==> src/source/bus_protocol_pkg.sv <==
// bus protocol widths, acknowledge codes, nop opcode and slave region constants
package bus_protocol_pkg;

   // address bus, bit 0 is the most significant bit
   localparam int addr_width = 30;

   // opcode and acknowledge field widths
   localparam int opc_width = 4;
   localparam int ack_width = 3;

   // address only cycle, no data phase follows
   localparam logic [opc_width-1:0] opc_nop = '0;

   // slave acknowledge codes
   localparam logic [ack_width-1:0] ack_rdy = 3'b001;   // phase done
   localparam logic [ack_width-1:0] ack_wat = 3'b010;   // stretch phase
   localparam logic [ack_width-1:0] ack_err = 3'b100;   // slave error
   // any other code means no slave answered

   // top two address bits that select slave 0
   localparam logic [1:0] sel_region = 2'b11;

endpackage

==> src/source/bus_control_pkg.sv <==
// tenure state enumeration and data phase timeout limit of the bus controller
package bus_control_pkg;

   // tenure states of one bus master
   typedef enum logic [2:0]
   {
      st_idle,       // no master on the bus
      st_req,        // grant issued
      st_addr,       // address phase
      st_addrdata,   // locked address and data
      st_data        // data phase
   } tenure_state_t;

   // data phase stall counter
   localparam int timeout_width = 8;

   // cycles in a data phase before the tenure is aborted
   localparam logic [timeout_width-1:0] timeout_limit = 8'd255;

endpackage

==> src/source/bus_cycle_if.sv <==
// decoded bus cycle interface with decode, fsm and result modports
`timescale 1ns/1ps

interface bus_cycle_if;

   logic is_nop;       // opcode carries no data
   logic lock;         // master keeps the bus
   logic ack_rdy;      // one-hot ack flags
   logic ack_wat;
   logic ack_err;
   logic region_hit;   // address in slave 0 region

   modport decode
   (
      output is_nop, lock, ack_rdy, ack_wat, ack_err, region_hit
   );

   modport fsm
   (
      input is_nop, lock, ack_rdy, ack_wat, ack_err
   );

   modport result
   (
      input region_hit
   );

endinterface

==> src/source/bus_grant_if.sv <==
// grant, select and timeout decision interface with fsm and result modports
`timescale 1ns/1ps

interface bus_grant_if;

   logic grant_0;       // grant master 0 this cycle
   logic grant_1;       // grant master 1 this cycle
   logic sel_set;       // load select register
   logic sel_clear;     // drop select register
   logic timeout_hit;   // stall limit or error in data phase

   modport fsm
   (
      output grant_0, grant_1, sel_set, sel_clear, timeout_hit
   );

   modport result
   (
      input grant_0, grant_1, sel_set, sel_clear, timeout_hit
   );

endinterface

==> src/source/bus_cycle_decode.sv <==
// bus_cycle_decode module classifying ack code, opcode, lock and address region
`timescale 1ns/1ps

module bus_cycle_decode
(
   input  logic [0:bus_protocol_pkg::addr_width-1] addr,
   input  logic [bus_protocol_pkg::opc_width-1:0]  opc,
   input  logic [bus_protocol_pkg::ack_width-1:0]  ack,
   input  logic                                    lock,
   bus_cycle_if.decode                             cyc
);

   import bus_protocol_pkg::*;

   always_comb
   begin
      // unknown codes leave all three flags low
      cyc.ack_rdy = (ack == ack_rdy);
      cyc.ack_wat = (ack == ack_wat);
      cyc.ack_err = (ack == ack_err);

      cyc.is_nop = (opc == opc_nop);   // address only tenure
      cyc.lock   = lock;

      // bit 0 is the msb, so the region sits in addr[0:1]
      cyc.region_hit = (addr[0:1] == sel_region);
   end

endmodule

==> src/source/bus_tenure_fsm.sv <==
// bus_tenure_fsm module with arbitration, tenure state machine and timeout counter
`timescale 1ns/1ps

module bus_tenure_fsm
(
   input  logic     clk,
   input  logic     reset,
   input  logic     req_0,
   input  logic     req_1,
   bus_cycle_if.fsm cyc,
   bus_grant_if.fsm dec
);

   import bus_control_pkg::*;

   tenure_state_t            state;
   tenure_state_t            state_next;
   logic                     prio;        // 0 favors master 0
   logic                     prio_next;
   logic [timeout_width-1:0] count;       // data phase cycles
   logic [timeout_width-1:0] count_inc;
   logic                     counting;
   logic                     stall;       // end tenure with timeout

   // both requesting: pointer wins and flips; single request moves pointer away
   task automatic arbitrate
   (
      input  logic r0,
      input  logic r1,
      input  logic p,
      output logic g0,
      output logic g1,
      output logic p_next
   );
      g0     = 1'b0;
      g1     = 1'b0;
      p_next = p;
      if (r0 && r1)
      begin
         g0     = ~p;
         g1     = p;
         p_next = ~p;
      end
      else if (r0)
      begin
         g0     = 1'b1;
         p_next = 1'b1;
      end
      else if (r1)
      begin
         g1     = 1'b1;
         p_next = 1'b0;
      end
   endtask

   // hand the bus on if anyone waits, else park in idle
   task automatic release_bus
   (
      input  logic          r0,
      input  logic          r1,
      input  logic          p,
      output tenure_state_t nxt,
      output logic          g0,
      output logic          g1,
      output logic          p_next
   );
      arbitrate(r0, r1, p, g0, g1, p_next);
      nxt = (r0 || r1) ? st_req : st_idle;
   endtask

   assign counting  = (state == st_addrdata) || (state == st_data);
   assign count_inc = count + 1'b1;
   assign stall     = counting && ((count_inc == timeout_limit) || cyc.ack_err);

   always_comb
   begin
      state_next      = state;
      prio_next       = prio;
      dec.grant_0     = 1'b0;
      dec.grant_1     = 1'b0;
      dec.sel_set     = 1'b0;
      dec.sel_clear   = 1'b0;
      dec.timeout_hit = 1'b0;

      case (state)
         st_idle:
            if (req_0 || req_1)
            begin
               arbitrate(req_0, req_1, prio, dec.grant_0, dec.grant_1, prio_next);
               state_next = st_req;
            end
         st_req:
         begin
            dec.sel_set   = !cyc.is_nop;
            dec.sel_clear = cyc.is_nop;
            state_next    = st_addr;
         end
         st_addr:
            if (cyc.is_nop && cyc.lock)
               dec.sel_clear = 1'b1;   // locked nop holds the bus
            else if (cyc.is_nop)
            begin
               dec.sel_clear = 1'b1;
               release_bus(req_0, req_1, prio, state_next, dec.grant_0, dec.grant_1,
                           prio_next);
            end
            else if (!cyc.lock)
            begin
               dec.sel_clear = 1'b1;
               if (cyc.ack_rdy)
                  release_bus(req_0, req_1, prio, state_next, dec.grant_0, dec.grant_1,
                              prio_next);
               else if (cyc.ack_err)
                  state_next = st_idle;
               else
                  state_next = st_data;
            end
            else
            begin
               dec.sel_set   = cyc.ack_rdy;
               dec.sel_clear = !cyc.ack_rdy;
               state_next    = st_addrdata;
            end
         st_addrdata:
            if (stall)
            begin
               dec.timeout_hit = 1'b1;
               dec.sel_clear   = 1'b1;
               state_next      = st_idle;
            end
            else if (!cyc.lock && cyc.ack_rdy)
            begin
               dec.sel_clear = 1'b1;
               release_bus(req_0, req_1, prio, state_next, dec.grant_0, dec.grant_1,
                           prio_next);
            end
            else if (cyc.lock && cyc.ack_rdy && cyc.is_nop)
            begin
               dec.sel_clear = 1'b1;
               state_next    = st_addr;
            end
            else if (!(cyc.ack_rdy || cyc.ack_wat))
            begin
               dec.sel_clear = 1'b1;   // slave gone
               state_next    = st_idle;
            end
            else
            begin
               dec.sel_set   = cyc.ack_rdy && !cyc.is_nop;
               dec.sel_clear = !(cyc.ack_rdy && !cyc.is_nop);
            end
         st_data:
            if (stall)
            begin
               dec.timeout_hit = 1'b1;
               dec.sel_clear   = 1'b1;
               state_next      = st_idle;
            end
            else if (cyc.ack_rdy)
            begin
               dec.sel_clear = 1'b1;
               release_bus(req_0, req_1, prio, state_next, dec.grant_0, dec.grant_1,
                           prio_next);
            end
         default:
            state_next = st_idle;
      endcase
   end

   always_ff @(posedge clk)
   begin
      if (reset)
      begin
         state <= st_idle;
         prio  <= 1'b0;
         count <= '0;
      end
      else
      begin
         state <= state_next;
         prio  <= prio_next;
         // restart on every state change
         count <= (counting && (state_next == state)) ? count_inc : '0;
      end
   end

   grant_exclusive: assert property (@(posedge clk) disable iff (reset)
      !(dec.grant_0 && dec.grant_1));

   grant_needs_request: assert property (@(posedge clk) disable iff (reset)
      (dec.grant_0 |-> req_0) and (dec.grant_1 |-> req_1));

endmodule

==> src/source/bus_output_stage.sv <==
// bus_output_stage module registering grant and timeout pulses and the slave select
`timescale 1ns/1ps

module bus_output_stage
(
   input  logic        clk,
   input  logic        reset,
   bus_cycle_if.result cyc,
   bus_grant_if.result dec,
   output logic        gnt_0,
   output logic        gnt_1,
   output logic        sel_0,
   output logic        tout
);

   logic sel_reg;   // slave 0 may be selected

   always_ff @(posedge clk)
   begin
      if (reset)
      begin
         gnt_0   <= 1'b0;
         gnt_1   <= 1'b0;
         tout    <= 1'b0;
         sel_reg <= 1'b0;
      end
      else
      begin
         gnt_0 <= dec.grant_0;       // one cycle after the decision
         gnt_1 <= dec.grant_1;
         tout  <= dec.timeout_hit;
         if (dec.sel_set)
            sel_reg <= 1'b1;
         else if (dec.sel_clear)
            sel_reg <= 1'b0;
      end
   end

   // region follows the live address
   assign sel_0 = sel_reg && cyc.region_hit;

   // fsm leaves the counting states on a timeout
   tout_single_pulse: assert property (@(posedge clk) disable iff (reset)
      tout |=> !tout);

   // a grant moves the fsm out of idle, so no back to back grants
   gnt_single_pulse: assert property (@(posedge clk) disable iff (reset)
      (gnt_0 || gnt_1) |=> !(gnt_0 || gnt_1));

endmodule

==> src/source/bus_controller.sv <==
// bus_controller top level joining cycle decode, tenure fsm and output stage
`timescale 1ns/1ps

module bus_controller
(
   input  logic                                    clk,
   input  logic                                    reset,
   input  logic [0:bus_protocol_pkg::addr_width-1] addr,
   input  logic [bus_protocol_pkg::opc_width-1:0]  opc,
   input  logic [bus_protocol_pkg::ack_width-1:0]  ack,
   input  logic                                    lock,
   input  logic                                    req_0,
   input  logic                                    req_1,
   output logic                                    gnt_0,
   output logic                                    gnt_1,
   output logic                                    sel_0,
   output logic                                    tout
);

   bus_cycle_if cyc_if ();   // decoded cycle
   bus_grant_if dec_if ();   // fsm decisions

   bus_cycle_decode i_bus_cycle_decode
   (
      .addr (addr),
      .opc  (opc),
      .ack  (ack),
      .lock (lock),
      .cyc  (cyc_if.decode)
   );

   bus_tenure_fsm i_bus_tenure_fsm
   (
      .clk   (clk),
      .reset (reset),
      .req_0 (req_0),
      .req_1 (req_1),
      .cyc   (cyc_if.fsm),
      .dec   (dec_if.fsm)
   );

   bus_output_stage i_bus_output_stage
   (
      .clk   (clk),
      .reset (reset),
      .cyc   (cyc_if.result),
      .dec   (dec_if.result),
      .gnt_0 (gnt_0),
      .gnt_1 (gnt_1),
      .sel_0 (sel_0),
      .tout  (tout)
   );

endmodule

==> config.mk <==
export PLATFORM = sky130hd
export DESIGN_NAME = bus_controller
export DESIGN_NICKNAME = d
export VERILOG_FILES = /design/src/source/bus_protocol_pkg.sv /design/src/source/bus_control_pkg.sv /design/src/source/bus_cycle_if.sv /design/src/source/bus_grant_if.sv /design/src/source/bus_cycle_decode.sv /design/src/source/bus_tenure_fsm.sv /design/src/source/bus_output_stage.sv /design/src/source/bus_controller.sv
export SDC_FILE = /design/constraint.sdc
export NUM_CORES = 1
export LEC_CHECK = 0
export BUFFER_PORTS_ARGS = -buffer_cell sky130_fd_sc_hd__buf_2
export CAP_MARGIN = 20
export CORE_ASPECT_RATIO = 0.5
export CORE_MARGIN = 2
export CORE_UTILIZATION = 30
export DETAILED_ROUTE_END_ITERATION = 16
export GPL_TIMING_DRIVEN = 0
export PLACE_DENSITY = 0.55
export SYNTH_ARGS = -nofsm -noshare
export SYNTH_HDL_FRONTEND = slang
export SYNTH_HIERARCHICAL = 1
export SYNTH_SLANG_ARGS = --single-unit
==> constraint.sdc <==
create_clock -name clk -period 3.5 [get_ports clk]
set_input_delay 0.525 -clock clk [delete_from_list [all_inputs] [get_ports clk]]
set_output_delay 0.525 -clock clk [all_outputs]
set_load 0.03 [all_outputs]
Yosys cells after proc, flatten, opt, wreduce, memory -nomap -nowiden

Index checks and enable logic that the tools add are counted.

Word-level logic and storage cells: 122
Memory bits (read-only): 0
Latch bits: 0
Input bits: 42
RAM bits: 0
Register bits: 16
Memories: 0
Output and inout bits: 4

Reductions and logical operators: 25
Mux-type cells: 70
Bitwise gates (word level): 3
Add/sub/neg operators: 1
$mul: 0
Shift-type cells: 0
Div/mod/pow operators: 0
Eq/ne operators: 16
Order comparisons: 0

Operators by type and width:

| operator            | number |
|---|---|
| $mux 1              | 52 |
| $mux 3              | 12 |
| $pmux 1 s4          | 4 |
| $pmux 3 s5          | 1 |
| $eq 3x2->1 const B  | 3 |
| $logic_and 1x1->1   | 9 |
| $add 8x1->8 const B | 1 |
| $eq 8x8->1 const B  | 1 |
| $ne 2x2->1 const B  | 4 |
| $reduce_and 7->1    | 1 |
| $eq 3x1->1 const B  | 2 |
| $eq 3x3->1 const B  | 2 |
| $reduce_or 2->1     | 3 |
| $logic_not 1->1     | 4 |
| $logic_not 4->1     | 1 |
| $logic_or 1x1->1    | 4 |
| $reduce_bool 4->1   | 1 |
| $eq 3x3->1          | 1 |
| $logic_not 3->1     | 1 |
| $ne 3x2->1 const B  | 1 |
| $not 1->1           | 3 |
| $pmux 1 s3          | 1 |
| $eq 2x2->1 const B  | 1 |
| $ne 2x1->1 const B  | 1 |
| $reduce_bool 2->1   | 1 |

Longest topological paths before layout

Gate-level depths: netlist of run 1.

Word-level depth: 11
Depth in mapped cells: 9
Gate-level depth less buffers: 9

Cells and area by module

Netlist of run 1, hierarchy kept.

Modules (own cells, without submodules):

| module           | area an instance (um^2) | times used | cells each | sequential area each (um^2) |
|---|---|---|---|---|
| bus_tenure_fsm   | 962.2                   | 1          | 120        | 240.2 |
| bus_output_stage | 132.6                   | 1          | 11         | 80.1 |
| bus_cycle_decode | 48.8                    | 1          | 6          | 0.0 |

Worst setup path before layout of run 1

Ideal clock, no wire load.

Path type: input to register
Start point: input port ack[2] in the netlist's numbering
End point: register i_bus_tenure_fsm.count[4]
Slack: 1,464 ps
Data required time: 3,371 ps
Library setup time: 129 ps
Arrival time: 1,906 ps
Cell stages on the path: 6
Buffers on the path: 1
Cells stage by stage: nor3b_1 -> buf_6 -> nand3_1 -> a2111o_2 -> a22oi_4 -> nor3_1

Cells in the longest elaborated chain, start to end: 11
Elaborated cells on any way between the ends: 25
Those cells by class: eq/ne (4); mux (12); bitwise (1); reduce/logical (8)

Ends and longest elaborated chain:

| element                            | line                                         | text |
|---|---|---|
| from (decl)                        | bus_controller.sv:10                         | `input logic [bus_protocol_pkg::ack_width-1:0] ack,` |
| $eq 3x3->1 (tied with other cells) | bus_cycle_decode.sv:20                       | `cyc.ack_err = (ack == ack_err);` |
| $mux 3 (tied with other cells)     | bus_tenure_fsm.sv:113                        | `else if (cyc.ack_err)` |
| $mux 3 (tied with other cells)     | bus_tenure_fsm.sv:110                        | `if (cyc.ack_rdy)` |
| $mux 3, on equally long branches   | bus_tenure_fsm.sv:107, bus_tenure_fsm.sv:137 |  |
| $mux 3, on equally long branches   | bus_tenure_fsm.sv:101, bus_tenure_fsm.sv:131 |  |
| $mux 3, on equally long branches   | bus_tenure_fsm.sv:99, bus_tenure_fsm.sv:125  |  |
| $pmux 3 s5 *                       | bus_tenure_fsm.sv:85                         | `case (state)` |
| $eq 3x3->1 *                       | bus_tenure_fsm.sv:183                        | `count <= (counting && (state_next == state)) ? count_inc : '0;` |
| $logic_and 1x1->1 *                | bus_tenure_fsm.sv:183                        |  |
| $not 1->1 (no line) *              | --                                           |  |
| $reduce_or 2->1 (no line) *        | --                                           |  |
| to (signal assigned)               | bus_tenure_fsm.sv:183                        |  |
| to (decl)                          | bus_tenure_fsm.sv:20                         | `logic [timeout_width-1:0] count;` |

Every way passes the cells marked *; elsewhere a longest branch is shown, timed or not.
A chain may end at the register's enable or synchronous reset.

Worst setup path in the final report of run 1

Start point: register i_bus_tenure_fsm.count[0]
End point: register i_bus_output_stage.sel_reg

Cells in the longest elaborated chain, start to end: 7
Elaborated cells on any way between the ends: 11
Those cells by class: add/sub (1); eq/ne (1); mux (6); reduce/logical (3)

Ends and longest elaborated chain:

| element                                     | line                   | text |
|---|---|---|
| $add 8x1->8 *                               | bus_tenure_fsm.sv:72   | `assign count_inc = count + 1'b1;` |
| $eq 8x8->1 *                                | bus_tenure_fsm.sv:73   | `assign stall = counting && ((count_inc == timeout_limit) \|\| cyc.ack_err);` |
| $logic_or 1x1->1 *                          | bus_tenure_fsm.sv:73   |  |
| $logic_and 1x1->1 *                         | bus_tenure_fsm.sv:73   |  |
| $mux 1 *                                    | bus_tenure_fsm.sv:125  | `if (stall)` |
| $pmux 1 s3 *                                | bus_tenure_fsm.sv:85   |  |
| via dec_if.sel_set                          | bus_grant_if.sv:8      | `logic sel_set;` |
| $mux 1 or $reduce_bool 2->1 (tied branches) | --                     |  |
| to (signal assigned)                        | bus_output_stage.sv:25 | `sel_reg <= 1'b0;` |
| to (signal assigned)                        | bus_output_stage.sv:33 | `sel_reg <= 1'b1;` |
| to (signal assigned)                        | bus_output_stage.sv:35 | `sel_reg <= 1'b0;` |
| to (decl)                                   | bus_output_stage.sv:16 | `logic sel_reg;` |

Mark *: on every way through the listed nets, which the timed path passes. The rest lies on a longest branch.

==> results of run 1 <==
-- metrics by stage --
stage / utilization / worst slack [ns] / cells
final: 0.3785 / 1.041 / 208
after global placement: 0.3630 / 0.9942 / 204
after floorplan: - / 1.464 / 137
after CTS: 0.3785 / 1.134 / 208
after global routing: 0.3785 / 0.9132 / 208
after detailed placement: 0.3630 / 0.9964 / 204
-- tightest hold or removal path, stage by stage, from the launching register on --
cell and delay [ns]:
dfxtp_1 0.33, nand2b_4 0.07, a21oi_2 0.04
-- per-layer routing --
metal,track usage,routed length (µm)
met2,0.2281,1244
met1,0.1767,1329
met3,0.02835,126
met4,0.03636,19
met5,0,0
-- final timing paths --
| path | start | end | slack (ns) |
|---|---|---|---|
| max | i_bus_tenure_fsm/count[0]$_SDFF_PP0_ | i_bus_output_stage/sel_reg$_SDFFE_PP0P_ | 1.04 |
| min | i_bus_output_stage/sel_reg$_SDFFE_PP0P_ | i_bus_output_stage/sel_reg$_SDFFE_PP0P_ | 0.48 |
| max reg2reg | i_bus_tenure_fsm/count[0]$_SDFF_PP0_ | i_bus_output_stage/sel_reg$_SDFFE_PP0P_ | 1.04 |
| min reg2reg | i_bus_output_stage/sel_reg$_SDFFE_PP0P_ | i_bus_output_stage/sel_reg$_SDFFE_PP0P_ | 0.48 |
-- cells by family (layout without fill, tap and decap cells) --
logic type,Yosys count,count (layout),share of synthesized area
AOI/OAI and AO/OA,39,39,0.2757
xor gates and xnor gates,5,5,0.03829
adders and majority gates,2,2,0.02188
buffers and inverters,13,33,0.06565
DFF,16,16,0.2801
muxes,2,2,0.01751
and+or+nand+nor,60,60,0.3009
-- placed cells by master, fill, tap and decap left out, types with 3 or more instances in the layout --
cell / instances
o21ai_0: 5
inv_1: 7
nand2_1: 8
nand3b_1: 3
nor3_1: 8
nor2b_1: 3
clkbuf_8: 4
nor3b_1: 5
nor2_1: 13
buf_6: 3
dfxtp_1: 16
xor2_1: 5
a21oi_1: 7
buf_2: 16
nand3_1: 6
-- layout make-up --
cell class                      instances  area [µm²]  share of cell area
Buffer                                  6       48.80             0.03635
Clock buffer                            4       55.05             0.04101
Inverter                                7       26.28             0.01957
Multi-Input combinational cell        108       748.2              0.5573
Sequential cell                        16       320.3              0.2386
Tap cell                               51       63.81             0.04753
Timing Repair Buffer                   16       80.08             0.05965
-- where the power goes --
| part | switching (mW) | internal, mW | leakage, nW |
|---|---|---|---|
| combinational | 0.0659 | 0.0468 | 0.327 |
| clock | 0.0663 | 0.0998 | 0.0288 |
| sequential | 0.00592 | 0.191 | 0.130 |
| total | 0.138 | 0.338 | 0.485 |
==> flow_metrics.tcl, run 1 <==
set metrics [dict create \
    powerDensity_nw_per_um2 354.4 \
    yosysMostFrequentCell "dfxtp_1" \
    grt_pass1_wl_um 4485 \
    slowest_delay_ns 0.56 \
    clk_latency_ns 0.25 \
    maxSlewViolCount 0 \
    synth_cell_types 51 \
    antenna_found_initial 0 \
    reg2regPathDepth 9 \
    syn-instance-count 137 \
    slew_headroom 0.4509 \
    cts-root-buf "clkbuf_8" \
    dr_total_vias 1096 \
    synth_top_area_share 0.2801 \
    syn-cell-area_um2 1144 \
    rsz0062_at_grt "false" \
    start_util 0.3224 \
    peakVddDrop_mv 0.1059 \
    hold_viol 0 \
    yosysSeqAreaShare 0.2801 \
    synth_area_leader_cell "dfxtp_1" \
    crit_arrival_ns 2.65 \
    hpwl_um 2027 \
    outcome "finished clean" \
    routed_wl_um 2719 \
    tightest_slew_ns 0.8219 \
    hold_ws_ns 0.4843 \
    synth_ff_type "dfxtp_1" \
    die_x_um 91.32 \
    synth-seq-cells 16 \
    hold_class "reg2reg" \
    nets 202 \
    p_leak_nw 0.4854 \
    cts.reportedPaths.clkPinSlew_ns 0.06 \
    synth-edff-count 0 \
    syn_nets 181 \
    cts_made_buffers 3 \
    routedWlPerCell_um 13.07 \
    place_congestion 0.8641 \
    final_cell_area_um2 1343 \
    largest-register "i_bus_tenure_fsm/count" \
    dieArea_um2 4352 \
    fin_setup_tns_ns 0 \
    synthTopCellsByArea "dfxtp_1, nor2_1, xor2_1" \
    path_depth 9 \
    path_class "reg2reg" \
    vias_per_cell 5.269 \
    reg_top3 "i_bus_tenure_fsm/count x8, i_bus_tenure_fsm/state x3" \
    crit_required_ns 3.69 \
    yosysWarnings 6 \
    tritoncts "done" \
    h-tree-depth 1 \
    grt_util_all_layers 0.1329 \
    nFillCells 374 \
    rows 15 \
    slowest_stage "a2111oi_0" \
    cts_resized 0 \
    placed_cell_area_um2 1287 \
    crit_chain "ha_1 -> nand3b_1 -> mux2i_1 -> a311oi_1 -> nor2_1 -> a21o_1 -> a2111oi_0 -> inv_1 -> a21oi_2" \
    power_mw 0.4757 \
    cts_setup_buffers 0 \
    syn_area_per_cell_um2 8.347 \
    path_buf_inv 1 \
    cp-end-kind "flip-flop" \
    clock-sinks 16 \
    dr.first_iter.drc_count 55 \
    clockBufferDepth 2 \
    dieHeight_um 47.66 \
    async_flop_share 0 \
    drv_cap 0 \
    drcViolationCount 0 \
    overflow 0 \
    fin_crit_ns 2.459 \
    worst_setup_path_start_kind "flip-flop" \
    path_delay_family "compound AO/OA/AOI/OAI gates" \
    largest_reg_flops 8 \
    grt_pass1_vias 936 \
    skew_ns 0.002324 \
    ant_nets 0 \
    drive_gt1_frac 0.2611 \
    layout-area-overhead-vs-synth_pct 17.40 \
    fin_crit_sh 0.7027 \
    ios 46 \
    max_freq_mhz 406.6 \
    finalSetupViolations 0 \
    grt_max_degree 11 \
    synth_common_cells "dfxtp_1, nor2_1, nand2_1, nor3_1" \
    hold_depth 2 \
    critPathMaxFanout 8 \
    core_um2 3547 \
    diodes 0 \
    io_buffer_count 16 \
    holdBufCountCts 0 \
    dr.pass1.iters 5 \
]
No activity file was read; power rests on OpenSTA's default activity.
==> run 2: changes to the inputs <==
ABC_AREA = 1   (was default)
PLACE_DENSITY = 0.57   (was 0.55)
clock period = 2.1 ns   (was 3.5 ns; I/O delays follow)
==> run 2 against run 1 <==
Non-clock buffer count decreased by 5. Clock skew up 0.0026 ns. Final cell count up 23%. Cell area rose by 0.75%. Combinational power up 61%. Count of clock-buffer cells in the layout stayed put. Routed wire length down 12%. Sequential power rose by 68%. Register-to-register slack got worse by 0.80 ns.
==> flow_metrics.tcl, run 2 <==
set metrics [dict create \
    outcome "finished clean" \
    routedWlPerCell_um 9.396 \
    critPathMaxFanout 8 \
    hold_ws_ns 0.3501 \
    vias_per_cell 4.420 \
    synth_area_leader_cell "dfxtp_1" \
    crit_top_cell "nand2_1" \
    nFillCells 405 \
    die_x_um 90.79 \
    async_flop_share 0 \
    dp_cells 251 \
    holdBufCountCts 0 \
    antenna_found_initial 0 \
    tightest_slew_ns 0.3039 \
    fin_cells 255 \
    maxSlewViolCount 0 \
    crit_required_ns 2.29 \
    syn_area_per_cell_um2 6.140 \
    skew_ns 0.004964 \
    fin_crit_ns 1.856 \
    peakVddDrop_mv 0.1672 \
    drcViolationCount 0 \
    hold_class "in2reg" \
    synth_cell_types 29 \
    hold_viol 0 \
    grt_util_all_layers 0.1227 \
    rsz0062_at_grt "false" \
    syn-cell-area_um2 1130 \
    core_um2 3528 \
    dr.first_iter.drc_count 24 \
    h-tree-depth 1 \
    grt_max_degree 10 \
    overflow 0 \
    synth_common_cells "nand2_1, inv_1, nor2_1" \
    placed_cell_area_um2 1274 \
    grt_pass1_vias 996 \
    path_delay_family "simple AND/OR/NAND/NOR gates" \
    fin_setup_tns_ns 0 \
    diodes 0 \
    dieArea_um2 4303 \
    drive_gt1_frac 0.2157 \
    synth_ff_type "dfxtp_1" \
    place_congestion 0.8434 \
    dr_total_vias 1127 \
    clockBufferDepth 2 \
    cts_made_buffers 3 \
    syn_nets 228 \
    finish.utilization 0.3833 \
    cts-root-buf "clkbuf_8" \
    fin_crit_sh 0.8840 \
    ios 46 \
    grt_pass1_wl_um 4167 \
    dr.pass1.iters 7 \
    worst_setup_path_start_kind "flip-flop" \
    clk_latency_ns 0.26 \
    syn-instance-count 184 \
    slowest_stage "dfxtp_1" \
    final_common_cell "nand2_1" \
    final_cell_mix "nand2_1, inv_1, nor2_1" \
    crit_arrival_ns 2.05 \
    slew_headroom 0.7947 \
    largest-register "i_bus_tenure_fsm/count" \
    ant_nets 0 \
    clock-sinks 16 \
    largest_reg_flops 8 \
    path_buf_inv 1 \
    yosysSeqAreaShare 0.2835 \
    final_cell_area_um2 1353 \
    slowest_delay_ns 0.40 \
    io_buffer_count 16 \
    dieHeight_um 47.40 \
    nets 249 \
    synth_top_area_share 0.2835 \
    synth-seq-cells 16 \
    max_freq_mhz 538.7 \
    start_util 0.3202 \
    powerDensity_nw_per_um2 588.2 \
    synthTopCellsByArea "dfxtp_1, nand2_1, inv_1" \
    crit_chain "ha_4 -> nand3_2 -> nor2_1 -> nand2_1 -> nand2_1 -> nor2_1 -> nand2_1 -> nand2_2 -> nand2_4 -> nand2_2 -> nand3_1 -> nand2_1 -> inv_1 -> nand3_4 -> nor2_1" \
    drv_cap 0 \
    path_class "reg2reg" \
    yosysWarnings 6 \
    hpwl_um 1900 \
    routed_wl_um 2396 \
    cts.reportedPaths.clkPinSlew_ns 0.07 \
    rows 15 \
    tritoncts "done" \
    p_leak_nw 0.6087 \
    synth-edff-count 0 \
    reg_top3 "i_bus_tenure_fsm/count x8, i_bus_tenure_fsm/state x3" \
    finalSetupViolations 0 \
    yosysMostFrequentCell "nand2_1" \
    cp-end-kind "flip-flop" \
    layout-area-overhead-vs-synth_pct 19.71 \
]
[run 2: changes by cell type after synthesis, sizes merged, moves of 4 or more]
cell and change:
nor2 +24, inv +29, nand2 +44, xor2 -4, nor3b -5
[run 2: cell type report]
| class | instances | area [µm²] | share of cell area |
|---|---|---|---|
| buffer | 1 | 7.507 | 0.005550 |
| inverter | 36 | 135.1 | 0.09991 |
| timing repair buffer | 16 | 80.08 | 0.05920 |
| multi-input combinational | 131 | 689.4 | 0.5097 |
| clock buffer | 4 | 55.05 | 0.04070 |
| tap | 51 | 63.81 | 0.04718 |
| sequential | 16 | 321.6 | 0.2377 |
[run 2: cells by family (layout without fill, tap and decap cells)]
| group | after synthesis | count (layout) | synth area share |
|---|---|---|---|
| buf+inv | 37 | 57 | 0.1262 |
| fa+ha+maj | 2 | 2 | 0.02214 |
| xor+xnor | 1 | 1 | 0.007753 |
| flops | 16 | 16 | 0.2835 |
| compound gates | 21 | 21 | 0.1274 |
| simple gates | 107 | 107 | 0.4330 |
[run 2: final timing paths]
path | startpoint | endpoint | slack [ns] | cells past startpoint
worst max-delay path | i_bus_tenure_fsm/count[1]$_SDFF_PP0_ | i_bus_tenure_fsm/count[7]$_SDFF_PP0_ | 0.24 | 15
worst min-delay path | reset | i_bus_output_stage/sel_reg$_SDFFE_PP0P_ | 0.35 | 2
worst max register to register | i_bus_tenure_fsm/count[1]$_SDFF_PP0_ | i_bus_tenure_fsm/count[7]$_SDFF_PP0_ | 0.24 | 15
worst min register to register | i_bus_output_stage/sel_reg$_SDFFE_PP0P_ | i_bus_output_stage/sel_reg$_SDFFE_PP0P_ | 0.48 | 2
[run 2: worst register-to-register path, delay by kind of cell, from the launching register on]
kind | cells | cell delay (ns)
adders and majority gates | 1 | 0.17
and+or+nand+nor | 13 | 1.14
buffers and inverters | 1 | 0.09
DFF | 1 | 0.40
[run 2: stage by stage]
stage                     worst slack (ns)  power [mW]
after CTS                           0.1018      0.8041
after floorplan                     0.4106      0.4703
after global routing              0.006296      0.8465
after global placement              0.1405      0.5131
final                               0.2436      0.7956
after detailed placement            0.1225      0.5160
[run 2: power breakdown]
group / internal, mW / switching (mW)
combinational: 0.0687 / 0.113
clock: 0.167 / 0.116
sequential: 0.319 / 0.0119
total: 0.554 / 0.241
[run 2: per-layer routing]
metal	GRT usage	vias to the layer above	share of wire
li1	-	605	-
met4	0.04545	0	0.0054
met3	0.02408	3	0.043
met2	0.2179	33	0.45
met1	0.1557	486	0.50
met5	0	-	0
[run 2: timing repair]
| action | 4_1_cts | 5_1_grt |
|---|---|---|
| buffers inserted | 0 | 0 |
| endpoints found under the setup margin | 0 | 10 |
| gates resized for setup | 0 | 5 |
==> run 3: changes to the inputs <==
PLACE_DENSITY = default   (was 0.57)
==> run 3 against run 2 <==
Global-route usage fell by 1.0 points. Maximum frequency barely moved. Utilization fell by 0.78 points. Final cell count fell by 0.39%. Clock power fell by 21%. Worst setup slack got worse by 0.0011 ns. Clock skew fell by 0.0029 ns. Flip-flop and latch count did not move. Sequential share of layout area rose by 0.59 points. Sequential power barely moved. Worst hold slack improved by 0.0073 ns. Largest cell class unchanged.
==> flow_metrics.tcl, run 3 (synthesis gave the netlist of run 2 again) <==
set metrics [dict create \
    core_um2 3528 \
    hold_viol 0 \
    diodes 0 \
    layout-area-overhead-vs-synth_pct 17.28 \
    ios 46 \
    reg_top3 "i_bus_tenure_fsm/count x8, i_bus_tenure_fsm/state x3" \
    grt_pass1_vias 922 \
    tritoncts "done" \
    dr.first_iter.drc_count 35 \
    fin_crit_ns 1.857 \
    ant_nets 0 \
    fin_setup_tns_ns 0 \
    outcome "finished clean" \
    path_class "reg2reg" \
    nets 249 \
    sequentialPowerShare 0.451 \
    critPathMaxFanout 8 \
    drive_gt1_frac 0.2118 \
    h-tree-depth 1 \
    crit_required_ns 2.28 \
    dr.pass1.iters 4 \
    vias_per_cell 4.409 \
    die_x_um 90.79 \
    hold_class "in2reg" \
    clk_latency_ns 0.24 \
    io_buffer_count 16 \
    finalSetupViolations 0 \
    cts_made_buffers 3 \
    p_leak_nw 0.6019 \
    place_congestion 0.8794 \
    largest_reg_flops 8 \
    cp-endpoint "i_bus_tenure_fsm/count[3]$_SDFF_PP0_" \
    start_util 0.3202 \
    grt_pass1_wl_um 3795 \
    rsz0062_at_grt "false" \
    worst_setup_path_start_kind "flip-flop" \
    cts-root-buf "clkbuf_8" \
    crit_start "i_bus_tenure_fsm/count[0]$_SDFF_PP0_" \
    cp-end-kind "flip-flop" \
    r2r_slack_ns 0.24 \
    drcViolationCount 0 \
    dieArea_um2 4303 \
    tightest_slew_ns 0.3087 \
    final_cell_mix "nand2_1, inv_1, nor2_1" \
    rows 15 \
    slew_headroom 0.7915 \
    clockBufferDepth 2 \
    hpwl_um 1874 \
    skew_ns 0.002041 \
    grt_util_all_layers 0.1126 \
    clock_power_share 0.305 \
    max_freq_mhz 538.4 \
    nFillCells 420 \
    r2r_start "i_bus_tenure_fsm/count[0]$_SDFF_PP0_" \
    multi_input_area_um2 674.4 \
    internal_power_mw 0.5149 \
    fin_crit_sh 0.8845 \
    final_common_cell "nand2_1" \
    dr_total_vias 1120 \
    powerDensity_nw_per_um2 553.8 \
    antenna_found_initial 0 \
    setup_ws_ns 0.2426 \
    routedWlPerCell_um 8.933 \
    dieHeight_um 47.40 \
    largest-register "i_bus_tenure_fsm/count" \
    register_area_um2 322.8 \
    cts.reportedPaths.clkPinSlew_ns 0.06 \
    reg2regPathDepth 15 \
    peakVddDrop_mv 0.1824 \
    hold_ws_ns 0.3575 \
    swShare 0.2984 \
    maxSlewViolCount 0 \
    clock-sinks 16 \
    p_comb_frac 0.244 \
    cts_setup_buffers 0 \
    routed_wl_um 2269 \
    grt_max_degree 10 \
    r2r_end "i_bus_tenure_fsm/count[3]$_SDFF_PP0_" \
    overflow 0 \
    drv_cap 0 \
    power_switching_mw 0.2190 \
    crit_arrival_ns 2.04 \
    dp_slack_ns 0.09712 \
]
-- run 3: how the worst min path moves through the flow --
stage	from	end	slack (ns)	depth (start not counted)
2_1_floorplan	reset	i_bus_output_stage/sel_reg$_SDFFE_PP0P_	0.38	1
3_3_place_gp	i_bus_output_stage/sel_reg$_SDFFE_PP0P_	i_bus_output_stage/sel_reg$_SDFFE_PP0P_	0.46	2
3_5_place_dp	i_bus_output_stage/sel_reg$_SDFFE_PP0P_	i_bus_output_stage/sel_reg$_SDFFE_PP0P_	0.47	2
4_1_cts	reset	i_bus_output_stage/sel_reg$_SDFFE_PP0P_	0.35	2
5_1_grt	reset	i_bus_output_stage/sel_reg$_SDFFE_PP0P_	0.36	2
6_report	reset	i_bus_output_stage/sel_reg$_SDFFE_PP0P_	0.36	2
-- run 3: power by group through the flow --
stage | registers (mW) | clock network (mW) | logic [mW]
after global routing | 0.333 | 0.241 | 0.204
after global placement | 0.337 | 0 | 0.175
final | 0.331 | 0.224 | 0.179
after floorplan | 0.342 | 0 | 0.129
after detailed placement | 0.338 | 0 | 0.178
after CTS | 0.331 | 0.233 | 0.178
-- run 3: final cells by class --
type	count	area share
plain buffers	1	0.005666
clock buffers	3	0.03116
inverters	36	0.1020
multi-input cells	131	0.5090
flip-flops and latches	16	0.2436
well taps	51	0.04816
repair buffers	16	0.06043
-- run 3: critical path, stage by stage (launching register included) --
cell	delay, ns
dfxtp_2	0.36
ha_2	0.20
nand3_1	0.12
nor2_1	0.11
nand2_1	0.05
nand2_1	0.07
nor2_1	0.05
nand2_1	0.11
nand2_2	0.08
nand2_4	0.12
nand2_2	0.06
nand3_1	0.07
nand2_1	0.06
inv_1	0.08
nand3_4	0.12
nor2_1	0.11
-- run 3: what timing repair did --
| item | in CTS | in global routing |
|---|---|---|
| hold buffers | 0 | 0 |
| setup endpoints to repair | 0 | 10 |
| gates resized for setup | 0 | 4 |
-- run 3: per-stage QoR --
stage                     area, µm²    util  total power, mW  std cells
final                          1325  0.3755           0.7339        254
after global routing           1325  0.3755           0.7785        254
after CTS                      1315  0.3727           0.7423        254
after detailed placement       1274  0.3610           0.5157        251
after global placement         1274  0.3610           0.5120        251
after floorplan                1130       -           0.4703        184
-- run 3: metal layers --
metal	track usage	share of wire	vias up
met5	0	0	-
met2	0.2134	0.45	21
met4	0.05455	0.015	0
li1	-	-	604
met1	0.1320	0.49	491
met3	0.01926	0.038	4
